`src/design/saturn_cfg_pkg.sv`:
```
// Loader and display option definitions
// Download word layout, loader phases and phase limits, header words for
// register and palette writes, menu bits and PS/2 key events
`default_nettype none

package saturn_cfg_pkg;

	// Word address inside the downloaded state image
	typedef logic [18:0] dl_addr_t;

	typedef struct packed {
		dl_addr_t    addr;
		logic [15:0] data;
	} dl_word_t;

	typedef enum logic [2:0] {
		PH_IDLE,
		PH_RESET,
		PH_VDP1_VRAM,
		PH_VRAM,
		PH_REG,
		PH_PAL,
		PH_DISP_ON,
		PH_END
	} load_phase_e;

	// Last word address of each image section
	localparam dl_addr_t VRAM_LAST_ADDR = 19'h3FFFF;
	localparam dl_addr_t REG_LAST_ADDR  = 19'h400FF;
	localparam dl_addr_t PAL_LAST_ADDR  = 19'h408FF;

	// VDP2 register block and color RAM
	localparam logic [15:0] REG_ADDR_HI  = 16'h0018;
	localparam logic [15:0] PAL_ADDR_HI  = 16'h0010;
	localparam logic [14:0] PAL_BASE     = 15'h0100;
	// TVMD with DISP set
	localparam logic [15:0] DISP_ON_DATA = 16'h8000;

	localparam int RESET_HOLD_CYCLES = 4;

	typedef struct packed {
		logic [7:0] arx;
		logic [7:0] ary;
	} aspect_t;

	typedef struct packed {
		logic force_wide;
		logic corrected;
		logic pal;
	} video_menu_t;

	typedef struct packed {
		logic       toggle;
		logic       pressed;
		logic [8:0] code;
	} key_event_t;

	typedef logic [5:0] layer_en_t;

	// Set 2 scan codes F1 to F6
	localparam logic [8:0] LAYER_KEY_CODES [0:5] = '{
		9'h005, 9'h006, 9'h004, 9'h00C, 9'h003, 9'h00B
	};

endpackage

`default_nettype wire

```
`src/design/saturn_vdp_pkg.sv`:
```
// VDP bus definitions
// Data word, chip select, the registered bus outputs toward both VDPs and
// the command that one three-beat bus cycle carries
`default_nettype none

package saturn_vdp_pkg;

	// One word on the shared VDP data bus
	typedef logic [15:0] vdp_data_t;

	// Target chip of a bus cycle
	typedef enum logic {
		CHIP_VDP1 = 1'b0,
		CHIP_VDP2 = 1'b1
	} vdp_chip_e;

	// Bus outputs, all strobes active low
	typedef struct packed {
		vdp_data_t data;
		logic      ad_n;
		logic      dten_n;
		logic      cs1_n;
		logic      cs2_n;
		logic      we_n;
	} vdp_bus_t;

	// Bus with both chips deselected and nothing driven
	localparam vdp_bus_t VDP_BUS_IDLE = '{
		data:   16'h0000,
		ad_n:   1'b1,
		dten_n: 1'b1,
		cs1_n:  1'b1,
		cs2_n:  1'b1,
		we_n:   1'b1
	};

	// One write cycle: address high, address low, data
	typedef struct packed {
		vdp_chip_e chip;
		vdp_data_t addr_hi;
		vdp_data_t addr_lo;
		vdp_data_t data;
		// Hold the release beat until the chip reports ready
		logic      wait_rdy;
	} vdp_cmd_t;

endpackage

`default_nettype wire

```
`src/design/display_options.sv`:
```
// Display options
// HDMI aspect ratio from resolution and menu, screen layer enables toggled
// by F1 to F6, and the delayed video mode change flag
`default_nettype none

module display_options #(
	parameter int MODE_DELAY = 5000000
) (
	input  wire                             clk_sys,
	input  wire                             reset,
	input  saturn_cfg_pkg::video_menu_t     video_menu,
	input  wire [1:0]                       resolution,
	input  saturn_cfg_pkg::key_event_t      key_event,
	input  wire                             dl_busy,
	output saturn_cfg_pkg::aspect_t         aspect,
	output saturn_cfg_pkg::layer_en_t       layer_en,
	output logic                            new_vmode
);
	import saturn_cfg_pkg::*;

	localparam int CNT_W = $clog2(MODE_DELAY + 1);

	logic             toggle_q;
	logic             key_new;
	logic             pal_q;
	logic [CNT_W-1:0] mode_cnt;

	////////////////////////////////////////////////////////////////////////////
	// Aspect ratio
	always_comb begin
		if (video_menu.force_wide) begin
			aspect = '{arx: 8'd16, ary: 8'd9};
		end else begin
			case (resolution)
				2'b00: aspect = '{arx: 8'd64, ary: 8'd49};
				2'b01: begin
					// 320 x 224
					if (video_menu.corrected) aspect = '{arx: 8'd10, ary: 8'd7};
					else aspect = '{arx: 8'd64, ary: 8'd49};
				end
				2'b10: aspect = '{arx: 8'd128, ary: 8'd105};
				default: begin
					// 320 x 240
					if (video_menu.corrected) aspect = '{arx: 8'd4, ary: 8'd3};
					else aspect = '{arx: 8'd128, ary: 8'd105};
				end
			endcase
		end
	end

	////////////////////////////////////////////////////////////////////////////
	// Layer enables

	// A fresh event flips the toggle bit
	assign key_new = (key_event.toggle != toggle_q) && key_event.pressed;

	always_ff @(posedge clk_sys) begin
		if (reset) begin
			toggle_q <= key_event.toggle;
			layer_en <= '1;
		end else begin
			toggle_q <= key_event.toggle;
			if (key_new) begin
				for (int i = 0; i < 6; i++) begin
					if (key_event.code == LAYER_KEY_CODES[i]) begin
						layer_en[i] <= ~layer_en[i];
					end
				end
			end
		end
	end

	////////////////////////////////////////////////////////////////////////////
	// Video mode change timer
	always_ff @(posedge clk_sys) begin
		if (reset) begin
			pal_q     <= video_menu.pal;
			mode_cnt  <= CNT_W'(MODE_DELAY);
			new_vmode <= 1'b0;
		end else if (dl_busy) begin
			pal_q    <= video_menu.pal;
			mode_cnt <= CNT_W'(MODE_DELAY);
		end else begin
			pal_q <= video_menu.pal;
			if (video_menu.pal != pal_q) begin
				mode_cnt <= CNT_W'(MODE_DELAY);
			end else if (mode_cnt != '0) begin
				mode_cnt <= mode_cnt - 1'b1;
				if (mode_cnt == CNT_W'(1)) begin
					new_vmode <= ~new_vmode;
				end
			end
		end
	end

endmodule

`default_nettype wire

```
`src/design/load_sequencer.sv`:
```
// Download sequencer
// Holds the VDPs in reset at session start, then turns each download word
// into a bus command for the current section of the image
`default_nettype none

module load_sequencer (
	input  wire                             clk_sys,
	input  wire                             reset,
	input  wire                             dl_active,
	input  saturn_vdp_pkg::vdp_chip_e       dl_target,
	input  wire                             dl_req,
	input  saturn_cfg_pkg::dl_word_t        dl_word,
	output logic                            dl_ack,
	output logic                            cmd_req,
	output saturn_vdp_pkg::vdp_cmd_t        cmd,
	input  wire                             cmd_ack,
	output logic                            vdp_rst_n
);
	import saturn_vdp_pkg::*;
	import saturn_cfg_pkg::*;

	localparam int HOLD_W = $clog2(RESET_HOLD_CYCLES);

	load_phase_e       phase;
	logic [HOLD_W-1:0] hold_cnt;
	logic              word_phase;
	logic              take_word;
	logic              take_disp;
	logic              cmd_done;

	// Command for one image word in the given section
	function automatic vdp_cmd_t word_cmd(load_phase_e ph, dl_word_t w);
		vdp_cmd_t c;
		c.chip     = (ph == PH_VDP1_VRAM) ? CHIP_VDP1 : CHIP_VDP2;
		c.addr_hi  = {13'd0, w.addr[17:15]};
		c.addr_lo  = {w.addr[14:0], 1'b0};
		// Image is little endian
		c.data     = {w.data[7:0], w.data[15:8]};
		c.wait_rdy = 1'b1;
		case (ph)
			PH_REG: begin
				c.addr_hi  = REG_ADDR_HI;
				c.wait_rdy = 1'b0;
			end
			PH_PAL: begin
				c.addr_hi  = PAL_ADDR_HI;
				c.addr_lo  = {w.addr[14:0] - PAL_BASE, 1'b0};
				c.wait_rdy = 1'b0;
			end
			default: ;
		endcase
		return c;
	endfunction

	assign word_phase = (phase == PH_VDP1_VRAM) || (phase == PH_VRAM) ||
		(phase == PH_REG) || (phase == PH_PAL);

	// Both handshakes must be back at rest before a new command
	assign take_word = word_phase && dl_req && !dl_ack && !cmd_req && !cmd_ack;
	assign take_disp = (phase == PH_DISP_ON) && !cmd_req && !cmd_ack;
	assign cmd_done  = cmd_req && cmd_ack;

	////////////////////////////////////////////////////////////////////////////
	// Phase FSM
	always_ff @(posedge clk_sys) begin
		if (reset) begin
			phase     <= PH_IDLE;
			hold_cnt  <= '0;
			vdp_rst_n <= 1'b1;
			cmd_req   <= 1'b0;
			dl_ack    <= 1'b0;
		end else begin
			// Download side returns to rest once the source drops req
			if (dl_ack && !dl_req) begin
				dl_ack <= 1'b0;
			end
			if (take_word || take_disp) begin
				cmd_req <= 1'b1;
			end

			case (phase)
				PH_IDLE: begin
					hold_cnt <= '0;
					if (dl_active) begin
						vdp_rst_n <= 1'b0;
						phase     <= PH_RESET;
					end
				end

				PH_RESET: begin
					hold_cnt <= hold_cnt + 1'b1;
					if (hold_cnt == HOLD_W'(RESET_HOLD_CYCLES - 1)) begin
						vdp_rst_n <= 1'b1;
						phase     <= (dl_target == CHIP_VDP1) ? PH_VDP1_VRAM : PH_VRAM;
					end
				end

				PH_VDP1_VRAM, PH_VRAM, PH_REG, PH_PAL: begin
					if (cmd_done) begin
						cmd_req <= 1'b0;
						dl_ack  <= 1'b1;
						// Address is still valid until the source sees ack
						case (phase)
							PH_VDP1_VRAM:
								if (dl_word.addr == VRAM_LAST_ADDR) phase <= PH_END;
							PH_VRAM:
								if (dl_word.addr == VRAM_LAST_ADDR) phase <= PH_REG;
							PH_REG:
								if (dl_word.addr == REG_LAST_ADDR) phase <= PH_PAL;
							default:
								if (dl_word.addr == PAL_LAST_ADDR) phase <= PH_DISP_ON;
						endcase
					end
				end

				PH_DISP_ON: begin
					if (cmd_done) begin
						cmd_req <= 1'b0;
						phase   <= PH_END;
					end
				end

				default: begin
					if (!dl_active) begin
						phase <= PH_IDLE;
					end
				end
			endcase
		end
	end

	// Command payload
	always_ff @(posedge clk_sys) begin
		if (take_word) begin
			cmd <= word_cmd(phase, dl_word);
		end else if (take_disp) begin
			cmd.chip     <= CHIP_VDP2;
			cmd.addr_hi  <= REG_ADDR_HI;
			cmd.addr_lo  <= 16'h0000;
			cmd.data     <= DISP_ON_DATA;
			cmd.wait_rdy <= 1'b0;
		end
	end

	////////////////////////////////////////////////////////////////////////////
	// Checks

	a_cmd_stable: assert property (@(posedge clk_sys) disable iff (reset)
		cmd_req && $past(cmd_req) |-> $stable(cmd))
		else $error("cmd changed during a command request");

endmodule

`default_nettype wire

```
`src/design/vdp_bus_cycle.sv`:
```
// VDP bus cycle engine
// Plays one command as address high, address low and data beats on the
// shared VDP bus, paced by a half-rate clock enable
`default_nettype none

module vdp_bus_cycle (
	input  wire                             clk_sys,
	input  wire                             reset,
	input  wire                             cmd_req,
	input  saturn_vdp_pkg::vdp_cmd_t        cmd,
	output logic                            cmd_ack,
	output saturn_vdp_pkg::vdp_bus_t        vdp_bus,
	input  wire                             rdy1_n,
	input  wire                             rdy2_n
);
	import saturn_vdp_pkg::*;

	typedef enum logic [1:0] {
		ST_IDLE,
		ST_BEATS,
		ST_DONE,
		ST_ACK
	} cyc_state_e;

	cyc_state_e state;
	logic       ce;
	logic [1:0] beat;
	logic       rdy_n;
	logic       sel1_n;
	logic       sel2_n;

	assign rdy_n  = (cmd.chip == CHIP_VDP1) ? rdy1_n : rdy2_n;
	assign sel1_n = (cmd.chip != CHIP_VDP1);
	assign sel2_n = (cmd.chip != CHIP_VDP2);

	// VDPs sample the bus on every second clock
	always_ff @(posedge clk_sys) begin
		if (reset) begin
			ce <= 1'b0;
		end else begin
			ce <= ~ce;
		end
	end

	always_ff @(posedge clk_sys) begin
		if (reset) begin
			state   <= ST_IDLE;
			beat    <= 2'd0;
			cmd_ack <= 1'b0;
			vdp_bus <= VDP_BUS_IDLE;
		end else begin
			case (state)
				ST_IDLE: begin
					beat <= 2'd0;
					if (cmd_req && !cmd_ack) begin
						state <= ST_BEATS;
					end
				end

				ST_BEATS: if (ce) begin
					case (beat)
						2'd0: begin
							vdp_bus.data  <= cmd.addr_hi;
							vdp_bus.cs1_n <= sel1_n;
							vdp_bus.cs2_n <= sel2_n;
							vdp_bus.we_n  <= 1'b0;
							beat          <= 2'd1;
						end
						2'd1: begin
							vdp_bus.data <= cmd.addr_lo;
							beat         <= 2'd2;
						end
						2'd2: begin
							vdp_bus.data   <= cmd.data;
							vdp_bus.ad_n   <= 1'b0;
							vdp_bus.dten_n <= 1'b0;
							beat           <= 2'd3;
						end
						default: begin
							// VRAM writes stretch here until the chip catches up
							if (!cmd.wait_rdy || !rdy_n) begin
								vdp_bus <= VDP_BUS_IDLE;
								beat    <= 2'd0;
								state   <= ST_DONE;
							end
						end
					endcase
				end

				ST_DONE: begin
					cmd_ack <= 1'b1;
					state   <= ST_ACK;
				end

				default: begin
					if (!cmd_req) begin
						cmd_ack <= 1'b0;
						state   <= ST_IDLE;
					end
				end
			endcase
		end
	end

	a_one_select: assert property (@(posedge clk_sys) disable iff (reset)
		vdp_bus.cs1_n || vdp_bus.cs2_n)
		else $error("both VDP selects low");

endmodule

`default_nettype wire

```
`src/design/vdp_load_top.sv`:
```
// VDP state loader top level
// Download words go through the sequencer into VDP bus cycles; display
// options run beside it and see the download as busy
`default_nettype none

module vdp_load_top #(
	parameter int MODE_DELAY = 5000000
) (
	input  wire                             clk_sys,
	input  wire                             reset,

	input  wire                             dl_active,
	input  saturn_vdp_pkg::vdp_chip_e       dl_target,
	input  wire                             dl_req,
	input  saturn_cfg_pkg::dl_word_t        dl_word,
	output logic                            dl_ack,

	output saturn_vdp_pkg::vdp_bus_t        vdp_bus,
	input  wire                             rdy1_n,
	input  wire                             rdy2_n,
	output logic                            vdp_rst_n,

	input  saturn_cfg_pkg::video_menu_t     video_menu,
	// Bit 1 is 240 lines, bit 0 is 320 wide
	input  wire [1:0]                       resolution,
	input  saturn_cfg_pkg::key_event_t      key_event,
	output saturn_cfg_pkg::aspect_t         aspect,
	output saturn_cfg_pkg::layer_en_t       layer_en,
	output logic                            new_vmode
);
	import saturn_vdp_pkg::*;

	logic     cmd_req;
	logic     cmd_ack;
	vdp_cmd_t cmd;

	load_sequencer u_seq (
		.clk_sys   (clk_sys),
		.reset     (reset),
		.dl_active (dl_active),
		.dl_target (dl_target),
		.dl_req    (dl_req),
		.dl_word   (dl_word),
		.dl_ack    (dl_ack),
		.cmd_req   (cmd_req),
		.cmd       (cmd),
		.cmd_ack   (cmd_ack),
		.vdp_rst_n (vdp_rst_n)
	);

	vdp_bus_cycle u_bus (
		.clk_sys (clk_sys),
		.reset   (reset),
		.cmd_req (cmd_req),
		.cmd     (cmd),
		.cmd_ack (cmd_ack),
		.vdp_bus (vdp_bus),
		.rdy1_n  (rdy1_n),
		.rdy2_n  (rdy2_n)
	);

	display_options #(
		.MODE_DELAY (MODE_DELAY)
	) u_opts (
		.clk_sys    (clk_sys),
		.reset      (reset),
		.video_menu (video_menu),
		.resolution (resolution),
		.key_event  (key_event),
		.dl_busy    (dl_active),
		.aspect     (aspect),
		.layer_en   (layer_en),
		.new_vmode  (new_vmode)
	);

endmodule

`default_nettype wire

```
`config.mk`:
```
export PLATFORM = sky130hd
export DESIGN_NAME = vdp_load_top
export DESIGN_NICKNAME = d
export VERILOG_FILES = /design/src/design/saturn_cfg_pkg.sv /design/src/design/saturn_vdp_pkg.sv /design/src/design/display_options.sv /design/src/design/load_sequencer.sv /design/src/design/vdp_bus_cycle.sv /design/src/design/vdp_load_top.sv
export SDC_FILE = /design/constraint.sdc
export NUM_CORES = 1
export LEC_CHECK = 0
export ABC_AREA = 0
export BUFFER_PORTS_ARGS = -buffer_cell sky130_fd_sc_hd__buf_4
export CAP_MARGIN = 20
export CORE_ASPECT_RATIO = 0.5
export CORE_UTILIZATION = 50
export CTS_CLUSTER_SIZE = 8
export DETAILED_ROUTE_END_ITERATION = 16
export PLACE_DENSITY = 0.82
export SLEW_MARGIN = 0
export SYNTH_ARGS = -nofsm -noshare
export SYNTH_HDL_FRONTEND = slang
export SYNTH_SLANG_ARGS = --single-unit
```
`constraint.sdc`:
```
create_clock -name clk_sys -period 9.2 [get_ports clk_sys]
set_input_delay 1.84 -clock clk_sys [delete_from_list [all_inputs] [get_ports clk_sys]]
set_output_delay 1.84 -clock clk_sys [all_outputs]
set_load 0.1 [all_outputs]
```
Word level (Yosys, flattened, before mapping). Index checks and enable logic that the tools add are counted.

Register bits: 117. Input port bits: 58. Output and inout bits: 46. Word-level logic and storage cells: 192.

$add $sub $neg: 3. Equality and inequality tests: 41. Mux-type cells: 49. Bitwise operators: 14. Reduce and logical (&&, ||, !) cells: 55.

Operators with widths (count): 2-to-1 mux 50 bit (2); case mux 16 bit (3 select lines) (2); 2-to-1 mux 16 bit (3); == test 19 bit, second input constant (2); == test 9 x 3 -> 1 bit, second input constant (3); 2-to-1 mux 3 bit (9); == test 23 x 1 -> 1 bit, second input constant (1); nonzero test 23 bit (1); subtractor 23 x 1 -> 23 bit, second input constant (1); 2-to-1 mux 21 bit (1); == test 19 x 18 -> 1 bit, second input constant (1); == test 9 x 4 -> 1 bit, second input constant (2); 2-to-1 mux 15 bit (1); subtractor 15 x 9 -> 15 bit, second input constant (1); 2-to-1 mux 2 bit (7); inequality test 2 x 1 -> 1 bit, second input constant (7); NOT 1 bit (14); AND reduction 2 bit (7); 2-to-1 mux 1 bit (13); case mux 2 bit (2 select lines) (3); case mux 2 bit (3 select lines) (2); case mux 3 bit (4 select lines) (1); AND reduction 4 bit (3); logical AND 1 bit (10); 30 further kinds (65).

Longest topological paths before layout. Gate-level depths: netlist of the first run.

Word-level depth: 12. Mapped depth: 10. Gate-level depth less buffers: 7.

Hierarchy. Synthesis of the first run repeated with hierarchy kept, for this count alone.

Cell total of the unflattened synthesis: 571. Area, all modules: 5705.5 µm².

Modules (own cells, without submodules): load_sequencer (instances 1, cells an instance 197, area an instance 2297.2 µm², sequential area each 1301.2 µm²); display_options (instances 1, cells an instance 224, area an instance 1920.6 µm², sequential area each 640.6 µm²); vdp_bus_cycle (instances 1, cells an instance 150, area an instance 1487.7 µm², sequential area each 520.5 µm²).

Worst setup path before layout of the first run. Ideal clock, no wire load.

Kind: input -> output. From: in video_menu[1] (netlist bit). To: out aspect[14] (netlist bit). Arrival time: 5.377 ns. Required time: 7.360 ns. Path slack: 1.983 ns. Stages on the path: 3. Path buffers: 1. Cell sequence: a21oi_1 > nor2b_1 > buf_4.

RTL lines: from (decl) (line vdp_load_top.sv:23) `input saturn_cfg_pkg::video_menu_t video_menu,`; to (decl) (line vdp_load_top.sv:27) `output saturn_cfg_pkg::aspect_t aspect,`.

==> results.md, run 1 <==
- Register share of total power: 43.9%
- # diodes: 0
- Final #Nets: 695
- Routability congestion estimate from global placement: 0.833
- Synth Flop Type: dfxtp_1
- Min-delay src: u_bus.ce
- Peak supply drop: 94.3 uV
- Top cell type by total area after synthesis: dfxtp_1
- Average cell area after synthesis: 9.56 um^2
- Cell with the most instances after synthesis: dfxtp_1
- RSZ-0062 raised after global routing: false
- Routed len/inst: 14.5 um
- FF/Latch Area: 2460 um^2
- # setup viols final: 0
- CTS tree: built
- Initial DRC Count: 235
- Post-synthesis sequential area ratio: 46.9%
- Router iterations before antenna repair: 5
- Critical path's slowest cell: buf_4
- Area Overhead vs Synth: 19.7%
- CP Capture Type: output port
- Grt total ovfl: 0
- I/O pin count: 104
- Cell Area, Synth: 5250 um^2
- Starting Density: 51.4%
- WHS Path Cells: 1
- Slew Limit Headroom: 31.6%
- DRC viols: 0
- Switching Share: 34.5%
- Flop-to-flop setup slack: 6.35 ns
- Mapped Cells: 549
- Later-pin clock latency in the skew report: 0.35 ns
- Final wirelength: 11,100 um
- Fin. max-slew vios: 0
- FP Rows: 26
- Vias: 4,200
- Final hold viol count: 0
- Int Power: 846 uW
- Die W: 147 um
- Tcrit/Tclk final: 49.9%
- CP Max Fanout: 3
- Post-route setup TNS: 0 ns
- R2r endpoint: u_seq.cmd[24]
- CP Launch Type: input pin
- Status: finished, final reports clean
- Power share of the clock group: 29.2%
- First-pass GRT wire length: 18,400 um
- Most used cell along the critical path: buf_4
- Final Non-Filler Cells: 765
- CTS buffer count: 9
- FMAX: 0.218 GHz
- Die Height: 74.5 um
- I/O Buffers: 99
- Overall Global Routing Usage: 21.5%
- CP Class: in -> out
- Post-synth top area share: 25.2%
- Setup Skew: 0.0106 ns
- CORE AREA: 10,200 um^2
- Gate power share: 26.9%
- Dpl hpwl: 7730 um
- Min cycle time layout: 4.59 ns
- Max cap viols: 0
- Top post-synthesis cells by area: dfxtp_1 (25%), edfxtp_1 (22%), ha_1 (4.1%)
- TritonCTS Sinks: 104
- Post-CTS Setup Bufs: 0
- Vias in the first global route: 3,920
- Antenna viol nets, final: 0
- R2R depth: 5
- Leak pwr: 2.41 nW
- Initial antenna violation count: 0
- Pin count of the biggest net entering global routing: 46
- FFs w/ async S/R, synth: 0%
- Worst path cell trace: buf_4 > a21oi_1 > nor2b_1 > buf_4
- Dpl cells: 749
- Power density cells: 206 nW/um^2
- CTS H-tree lvls: 3
- Worst path required time: 7.36 ns
- Switch Pwr: 446 uW
- Multi-input logic area: 2520 um^2
- Crit path DAT: 2.75 ns
- Slew @ Worst Pin: 1.02 ns
- Fraction of layout cells with a size suffix above 1: 21.0%
- Hold path endpoint: u_bus.ce
- Fillers: 849
- Max clock buf depth: 2
- Largest stage delay, worst path: 0.33 ns
- Hold/Removal Path Class: reg -> reg
- Netlist cell types: 64
- Total Die Area: 10,900 um^2
- CTS resizes: 0
- Clock transition at path regs: 0.07 ns
- Hold_buf cts: 0
- Post-synthesis register bit count: 104
- Warnings, synthesis: 0
- EDFF count, synth: 38
- Vias/cell: 5.49
- RR Startpoint: u_seq.phase[1]
- Synth cell count leaders: dfxtp_1 (66), nor2_1 (56), edfxtp_1 (38)
- Root buffer cell: clkbuf_16
## metrics by stage
step / power, mW / hold slack [ns] / utilization, % / area [um^2] / worst slack [ns]
5_1_grt: 1.35 / 0.481 / 61.5 / 6280 / 4.57
3_3_place_gp: 0.913 / 0.423 / 58.7 / 5990 / 4.60
2_1_floorplan: 0.842 / 0.413 / - / 5260 / 1.98
6_report: 1.29 / 0.451 / 61.5 / 6280 / 4.61
3_5_place_dp: 0.922 / 0.431 / 58.7 / 5990 / 4.59
4_1_cts: 1.30 / 0.452 / 61.5 / 6280 / 4.59
## final cells by class
class                   instances  share of cell area (%)
repair buffers                101                    12.1
clock inverters                 6                   0.995
inverters                      20                    1.19
multi-input cells             384                    40.1
flip-flops and latches        104                    39.2
well taps                     140                    2.79
clock buffers                  10                    3.64
## flip-flops by register name, indices dropped and copies added, names as in the netlist
name / count
u_seq.cmd: 38
u_opts.mode_cnt: 23
u_bus.vdp_bus: 20
u_opts.layer_en: 6
u_seq.phase: 3
u_bus.beat: 2
u_bus.state: 2
u_seq.hold_cnt: 2
u_bus.ce: 1
u_bus.cmd_ack: 1
u_opts.new_vmode: 1
u_opts.pal_q: 1
u_opts.toggle_q: 1
u_seq.cmd_req: 1
u_seq.dl_ack: 1
u_seq.vdp_rst_n: 1
## how the worst max path moves through the flow
stage	from	endpoint	slack (ns)
floorplan	video_menu[1]	aspect[14]	1.98
global placement	video_menu[1]	aspect[4]	4.60
detailed placement	video_menu[1]	aspect[14]	4.59
CTS	video_menu[1]	aspect[14]	4.59
global route	video_menu[1]	aspect[14]	4.57
finish	video_menu[1]	aspect[14]	4.61
## cells by family (layout without fill, tap and decap cells)
| group | Yosys count | after routing | synth area share, % |
|---|---|---|---|
| other | 2 | 4 | 0.143 |
| XOR/XNOR | 25 | 25 | 4.17 |
| AND/OR/NAND/NOR | 228 | 228 | 24.8 |
| AO/OA/AOI/OAI | 104 | 104 | 13.2 |
| buffers and inverters | 63 | 137 | 5.53 |
| flip-flops | 104 | 104 | 46.9 |
| multiplexers | 6 | 6 | 1.19 |
| adder cells (fa/ha/maj) | 17 | 17 | 4.05 |
## power groups by stage
stage	registers [mW]	logic, mW	clock network [mW]
floorplan	0.599	0.242	0
global placement	0.576	0.337	0
global route	0.574	0.381	0.400
CTS	0.567	0.346	0.383
detailed placement	0.577	0.345	0
finish	0.567	0.348	0.377
## routing by layer
metal | part of all wire [%] | vias to the layer above | track usage [%] | routed length, um
met5 | 0 | - | 0 | 0
met4 | 1.4 | 0 | 6.99 | 155
met3 | 5.5 | 16 | 5.83 | 613
met2 | 49 | 116 | 39.3 | 5390
met1 | 45 | 1968 | 25.1 | 4950
li1 | - | 2100 | - | -
## layout by cell type, fill, tap and decap left out, types with 15 or more instances in the layout
master	synthesis	final
nor3_1	31	30
ha_1	17	17
dfxtp_1	66	66
edfxtp_1	38	38
buf_4	11	101
nand2_1	25	25
and2_1	31	31
xor2_1	15	15
a21oi_1	33	33
nor2_1	56	56
nand2b_1	18	18
inv_1	20	20
## critical path, delay by kind of cell
| family | cells | cell delay [ns] |
|---|---|---|
| buffers and inverters | 2 | 0.44 |
| AOI/OAI and AO/OA | 1 | 0.22 |
| and+or+nand+nor | 1 | 0.24 |
Note: power is estimated with default switching activity, not from simulation.
==> run 2, diff against run 1 <==
- ABC_AREA: 0 -> 1
- clock period: 9.2 -> 4.4 ns (I/O delays scaled with it)
==> results.md, run 2 <==
- Biggest regs: u_seq.cmd (38), u_opts.mode_cnt (23), u_bus.vdp_bus (20)
- Routed len/inst: 12.7 um
- CP Class: in -> out
- Peak supply drop: 251 uV
- Power density cells: 505 nW/um^2
- WHS Path Cells: 1
- Slew @ Worst Pin: 0.904 ns
- DRC viols: 0
- CORE AREA: 10,400 um^2
- Starting Density: 52.5%
- Crit path DAT: 1.75 ns
- Most common cell after layout, fill and taps aside: nand2_1
- Grt total ovfl: 0
- # setup viols final: 0
- Later-pin clock latency in the skew report: 0.35 ns
- CP Capture Type: output port
- Post-synthesis sequential area ratio: 45.2%
- CTS H-tree lvls: 3
- Final wirelength: 11,700 um
- Fin. max-slew vios: 0
- Tcrit/Tclk final: 59.7%
- RSZ-0062 raised after global routing: false
- Area Overhead vs Synth: 19.5%
- Leak pwr: 2.94 nW
- Initial antenna violation count: 0
- R2R depth: 7
- Final hold viol count: 0
- Wl on met1: 5130 um
- First-pass GRT wire length: 18,500 um
- Warnings, synthesis: 0
- Mapped Cells: 691
- Netlist cell types: 50
- I/O pin count: 104
- Total Die Area: 11,300 um^2
- Hold_buf cts: 0
- Status: finished, final reports clean
- Die W: 150 um
- Synth cell count leaders: nand2_1 (112), nor2_1 (111), inv_1 (90)
- Top cell type by total area after synthesis: dfxtp_1
- I/O Buffers: 99
- CTS resizes: 0
- Hold Slack: 0.451 ns
- Vias/cell: 5.07
- Final Non-Filler Cells: 923
- Initial DRC Count: 259
- Cell Area, Synth: 5440 um^2
- Synth Flop Type: dfxtp_1
- Post-synthesis register bit count: 104
- # diodes: 0
- Pre-CTS WS: 1.76 ns
- Critical path's slowest cell: buf_4
- Utilization after layout: 62.7%
- FP Rows: 26
- Hold/Removal Path Class: reg -> reg
- FFs w/ async S/R, synth: 0%
- Post-route setup TNS: 0 ns
- Post-CTS Setup Bufs: 0
- Clock transition at path regs: 0.07 ns
- WP depth: 5
- Final #Nets: 853
- CTS tree: built
- TritonCTS Sinks: 104
- Overall Global Routing Usage: 21.2%
- Min cycle time layout: 2.63 ns
- Post-synth top area share: 24.3%
- Top post-synthesis cells by area: dfxtp_1 (24%), edfxtp_1 (21%), nand2_1 (7.7%)
- Slew Limit Headroom: 39.6%
- Met3 routed WL: 686 um
- Dpl cell area: 6230 um^2
- CTS buffer count: 9
- Pin count of the biggest net entering global routing: 39
- Dpl hpwl: 8600 um
- Worst path cell trace: buf_4 > nand2_1 > inv_1 > nor3_1 > buf_4
- Die Height: 75.8 um
- Vias in the first global route: 4,078
- CP Launch Type: input pin
- Average cell area after synthesis: 7.88 um^2
- Dpl cells: 907
- Cell family with most CP delay: buffers and inverters
- Max cap viols: 0
- Cell with the most instances after synthesis: nand2_1
- Max clock buf depth: 2
- Commonest non-fill, non-tap cells in the layout: nand2_1 (112), nor2_1 (109), buf_4 (101), inv_1 (90), dfxtp_1 (66)
- Largest register FFs: 38
- CP Max Fanout: 3
- Routability congestion estimate from global placement: 0.880
- Router iterations before antenna repair: 5
- Setup Skew: 0.00574 ns
- EDFF count, synth: 38
- Root buffer cell: clkbuf_16
- Top Layer Used: met4
- Met2 wire length: 5720 um
- Total power: 3.28 mW
- Antenna viol nets, final: 0
- Vias: 4,682
- Largest stage delay, worst path: 0.35 ns
- Fraction of layout cells with a size suffix above 1: 20.1%
- Worst path required time: 3.52 ns
- Most used cell along the critical path: buf_4
- Fin area: 6510 um^2
- Buf/Inv on CP: 3
- FMAX: 0.381 GHz
- Final WS setup: 1.77 ns
- Most flops, register: u_seq.cmd
==> run 2: cell count changes in the layout (fill, tap and decap cells not counted), sizes merged, moves of 11 or more <==
cell / change
o21ai: +37
a22o: +11
nand2b: -18
nand2: +91
inv: +76
nor2: +67
nor3: -16
and2: -31
nand3: +32
a22oi: -12
==> run 2: report_power, final <==
group	switching, mW	total [mW]	internal [mW]
Combinational	0.864	1.19	0.330
Clock	0.370	0.763	0.393
Sequential	0.0933	1.33	1.23
Total	1.33	3.28	1.96
==> run 2: worst paths after layout <==
| kind | start | to | slack [ns] |
|---|---|---|---|
| max reg2reg | u_seq.phase[2] | u_seq.cmd[7] | 2.11 |
| min reg2reg | u_bus.ce | u_bus.ce | 0.45 |
| min | u_bus.ce | u_bus.ce | 0.45 |
| max | video_menu[1] | aspect[4] | 1.77 |
==> run 2: final cells by class <==
cell class	count	area, um^2
multi-input cells	466	2470
repair buffers	101	758
inverters	96	360
clock inverters	6	50.0
clock buffers	10	229
well taps	140	175
flip-flops and latches	104	2460
fillers	904	3870
==> run 2: cell families (layout without fill, tap and decap cells) <==
group | Yosys count | after routing | share of synthesized area, %
AND/OR/NAND/NOR | 319 | 319 | 26.9
AO/OA/AOI/OAI | 113 | 113 | 12.1
adder cells (fa/ha/maj) | 17 | 17 | 3.91
other | 2 | 4 | 0.138
XOR/XNOR | 13 | 13 | 2.09
flip-flops | 104 | 104 | 45.2
buffers and inverters | 123 | 213 | 9.61
==> run 2: metal layers <==
metal  track usage, %  vias up
met2             38.6      121
met4             6.58        0
met5                0        -
met3             6.29       19
met1             24.7     2126
li1                 -     2416
==> run 2: worst reg2reg max path: cells and delay by family, from the launching register on <==
family / cells / cell delay [ns]
simple gates: 3 / 0.44
flops: 1 / 0.49
fa+ha+maj: 1 / 0.41
buf+inv: 3 / 0.57
==> run 3, diff against run 2 <==
- ABC_AREA: 1 -> 0
- PLACE_DENSITY: 0.82 -> 0.85
- clock period: 4.4 -> 2.32 ns (I/O delays scaled with it)
==> results.md, run 3 (same netlist as run 1, synthesis figures left out) <==
- Most common cell after layout, fill and taps aside: buf_4
- TritonCTS Sinks: 104
- Overall Global Routing Usage: 21.3%
- Dpl cell area: 6130 um^2
- Most used cell along the critical path: or3_1
- Crit path DAT: 2.21 ns
- Starting Density: 51.4%
- DRC viols: 0
- First-pass GRT wire length: 18,100 um
- I/O Buffers: 99
- CTS tree: built
- Routability congestion estimate from global placement: 0.822
- Largest stage delay, worst path: 0.49 ns
- Status: finished, final reports clean
- CP Launch Type: flip-flop
- CORE AREA: 10,200 um^2
- Final wirelength: 11,400 um
- CP Capture Type: flip-flop
- I/O pin count: 104
- CTS H-tree lvls: 3
- Root buffer cell: clkbuf_16
- Routed len/inst: 14.6 um
- Post-CTS Setup Bufs: 0
- Grt total ovfl: 0
- Die W: 147 um
- CTS resizes: 0
- Initial antenna violation count: 0
- Tcrit/Tclk final: 91.2%
- FP Rows: 26
- WHS Path Cells: 1
- Buf/Inv on CP: 1
- Final WS setup: 0.205 ns
- Fin area: 6400 um^2
- Cell family with most CP delay: simple AND/OR/NAND/NOR gates
- Final #Nets: 707
- Utilization after layout: 62.7%
- CP Max Fanout: 14
- # diodes: 0
- Commonest non-fill, non-tap cells in the layout: buf_4 (113), dfxtp_1 (63), nor2_1 (55), edfxtp_1 (38), a21oi_1 (32)
- Max clock buf depth: 2
- Peak supply drop: 427 uV
- Router iterations before antenna repair: 5
- Biggest regs: u_seq.cmd (38), u_opts.mode_cnt (23), u_bus.vdp_bus (20)
- Critical path's slowest cell: dfxtp_2
- Largest register FFs: 38
- Hold/Removal Path Class: in -> reg
- Most flops, register: u_seq.cmd
- Total Die Area: 10,900 um^2
- Post-route setup TNS: 0 ns
- R2R depth: 5
- Die Height: 74.5 um
- Vias/cell: 5.50
- CP Class: reg -> reg
- FMAX: 0.473 GHz
- Antenna viol nets, final: 0
- Vias: 4,277
- # setup viols final: 0
- RSZ-0062 raised after global routing: false
- Leak pwr: 2.46 nW
- CTS buffer count: 9
- Flop-to-flop setup slack: 0.20 ns
- Worst path required time: 2.42 ns
- Setup Skew: 0.00636 ns
- Area Overhead vs Synth: 21.9%
- Dpl hpwl: 8410 um
- WP depth: 5
- Hold_buf cts: 0
- Vias in the first global route: 3,890
- Final hold viol count: 0
- Clock transition at path regs: 0.07 ns
- Fraction of layout cells with a size suffix above 1: 24.0%
- Min cycle time layout: 2.12 ns
- Initial DRC Count: 222
- Power density cells: 802 nW/um^2
- Pin count of the biggest net entering global routing: 45
- Worst path cell trace: inv_4 > ha_4 > nand3b_1 > or3_1 > or3_1
- Pre-CTS WS: 0.234 ns
- Later-pin clock latency in the skew report: 0.35 ns
- Fin. max-slew vios: 0
- Max cap viols: 0
[run 3: cell types whose count changed in the layout (fill, tap and decap cells not counted), moves of 19 or more]
cell     change
inv_1       -72
nor3_1      +19
and2_1      +29
nor2_1      -54
o21ai_0     -34
nand2_1     -87
nand3_1     -31
[run 3: stage by stage]
step	total power, mW	instances	hold slack (ns)
after floorplan	3.39	551	0.413
after global routing	5.38	777	0.218
after global placement	3.69	761	0.423
after CTS	5.16	777	0.217
after detailed placement	3.75	761	0.437
final	5.13	777	0.225
[run 3: cell type report]
| type | count | area [um^2] |
|---|---|---|
| Tap cell | 140 | 175 |
| Fill cell | 849 | 3810 |
| Sequential cell | 104 | 2470 |
| Inverter | 20 | 80.1 |
| Multi-Input combinational cell | 384 | 2560 |
| Clock inverter | 6 | 42.5 |
| Timing Repair Buffer | 113 | 848 |
| Clock buffer | 10 | 229 |
[run 3: report_power, final]
group	switching (mW)	leakage, nW	internal, mW
clock network	0.682	0.131	0.734
logic	0.898	1.45	0.557
registers	0.159	0.884	2.10
total	1.74	2.46	3.39
[run 3: routing by layer]
metal / track usage (%) / up-vias / wire, um
li1: - / 2129 / -
met5: 0 / - / 0
met3: 5.21 / 15 / 607
met4: 8.02 / 0 / 170
met1: 24.4 / 1999 / 4780
met2: 39.5 / 134 / 5810
[run 3: path summary, 6_finish.rpt]
path | to | start
max | u_seq.cmd[49] | u_seq.phase[1]
min | u_opts.pal_q | video_menu[0]
max reg2reg | u_seq.cmd[49] | u_seq.phase[1]
min reg2reg | u_bus.ce | u_bus.ce
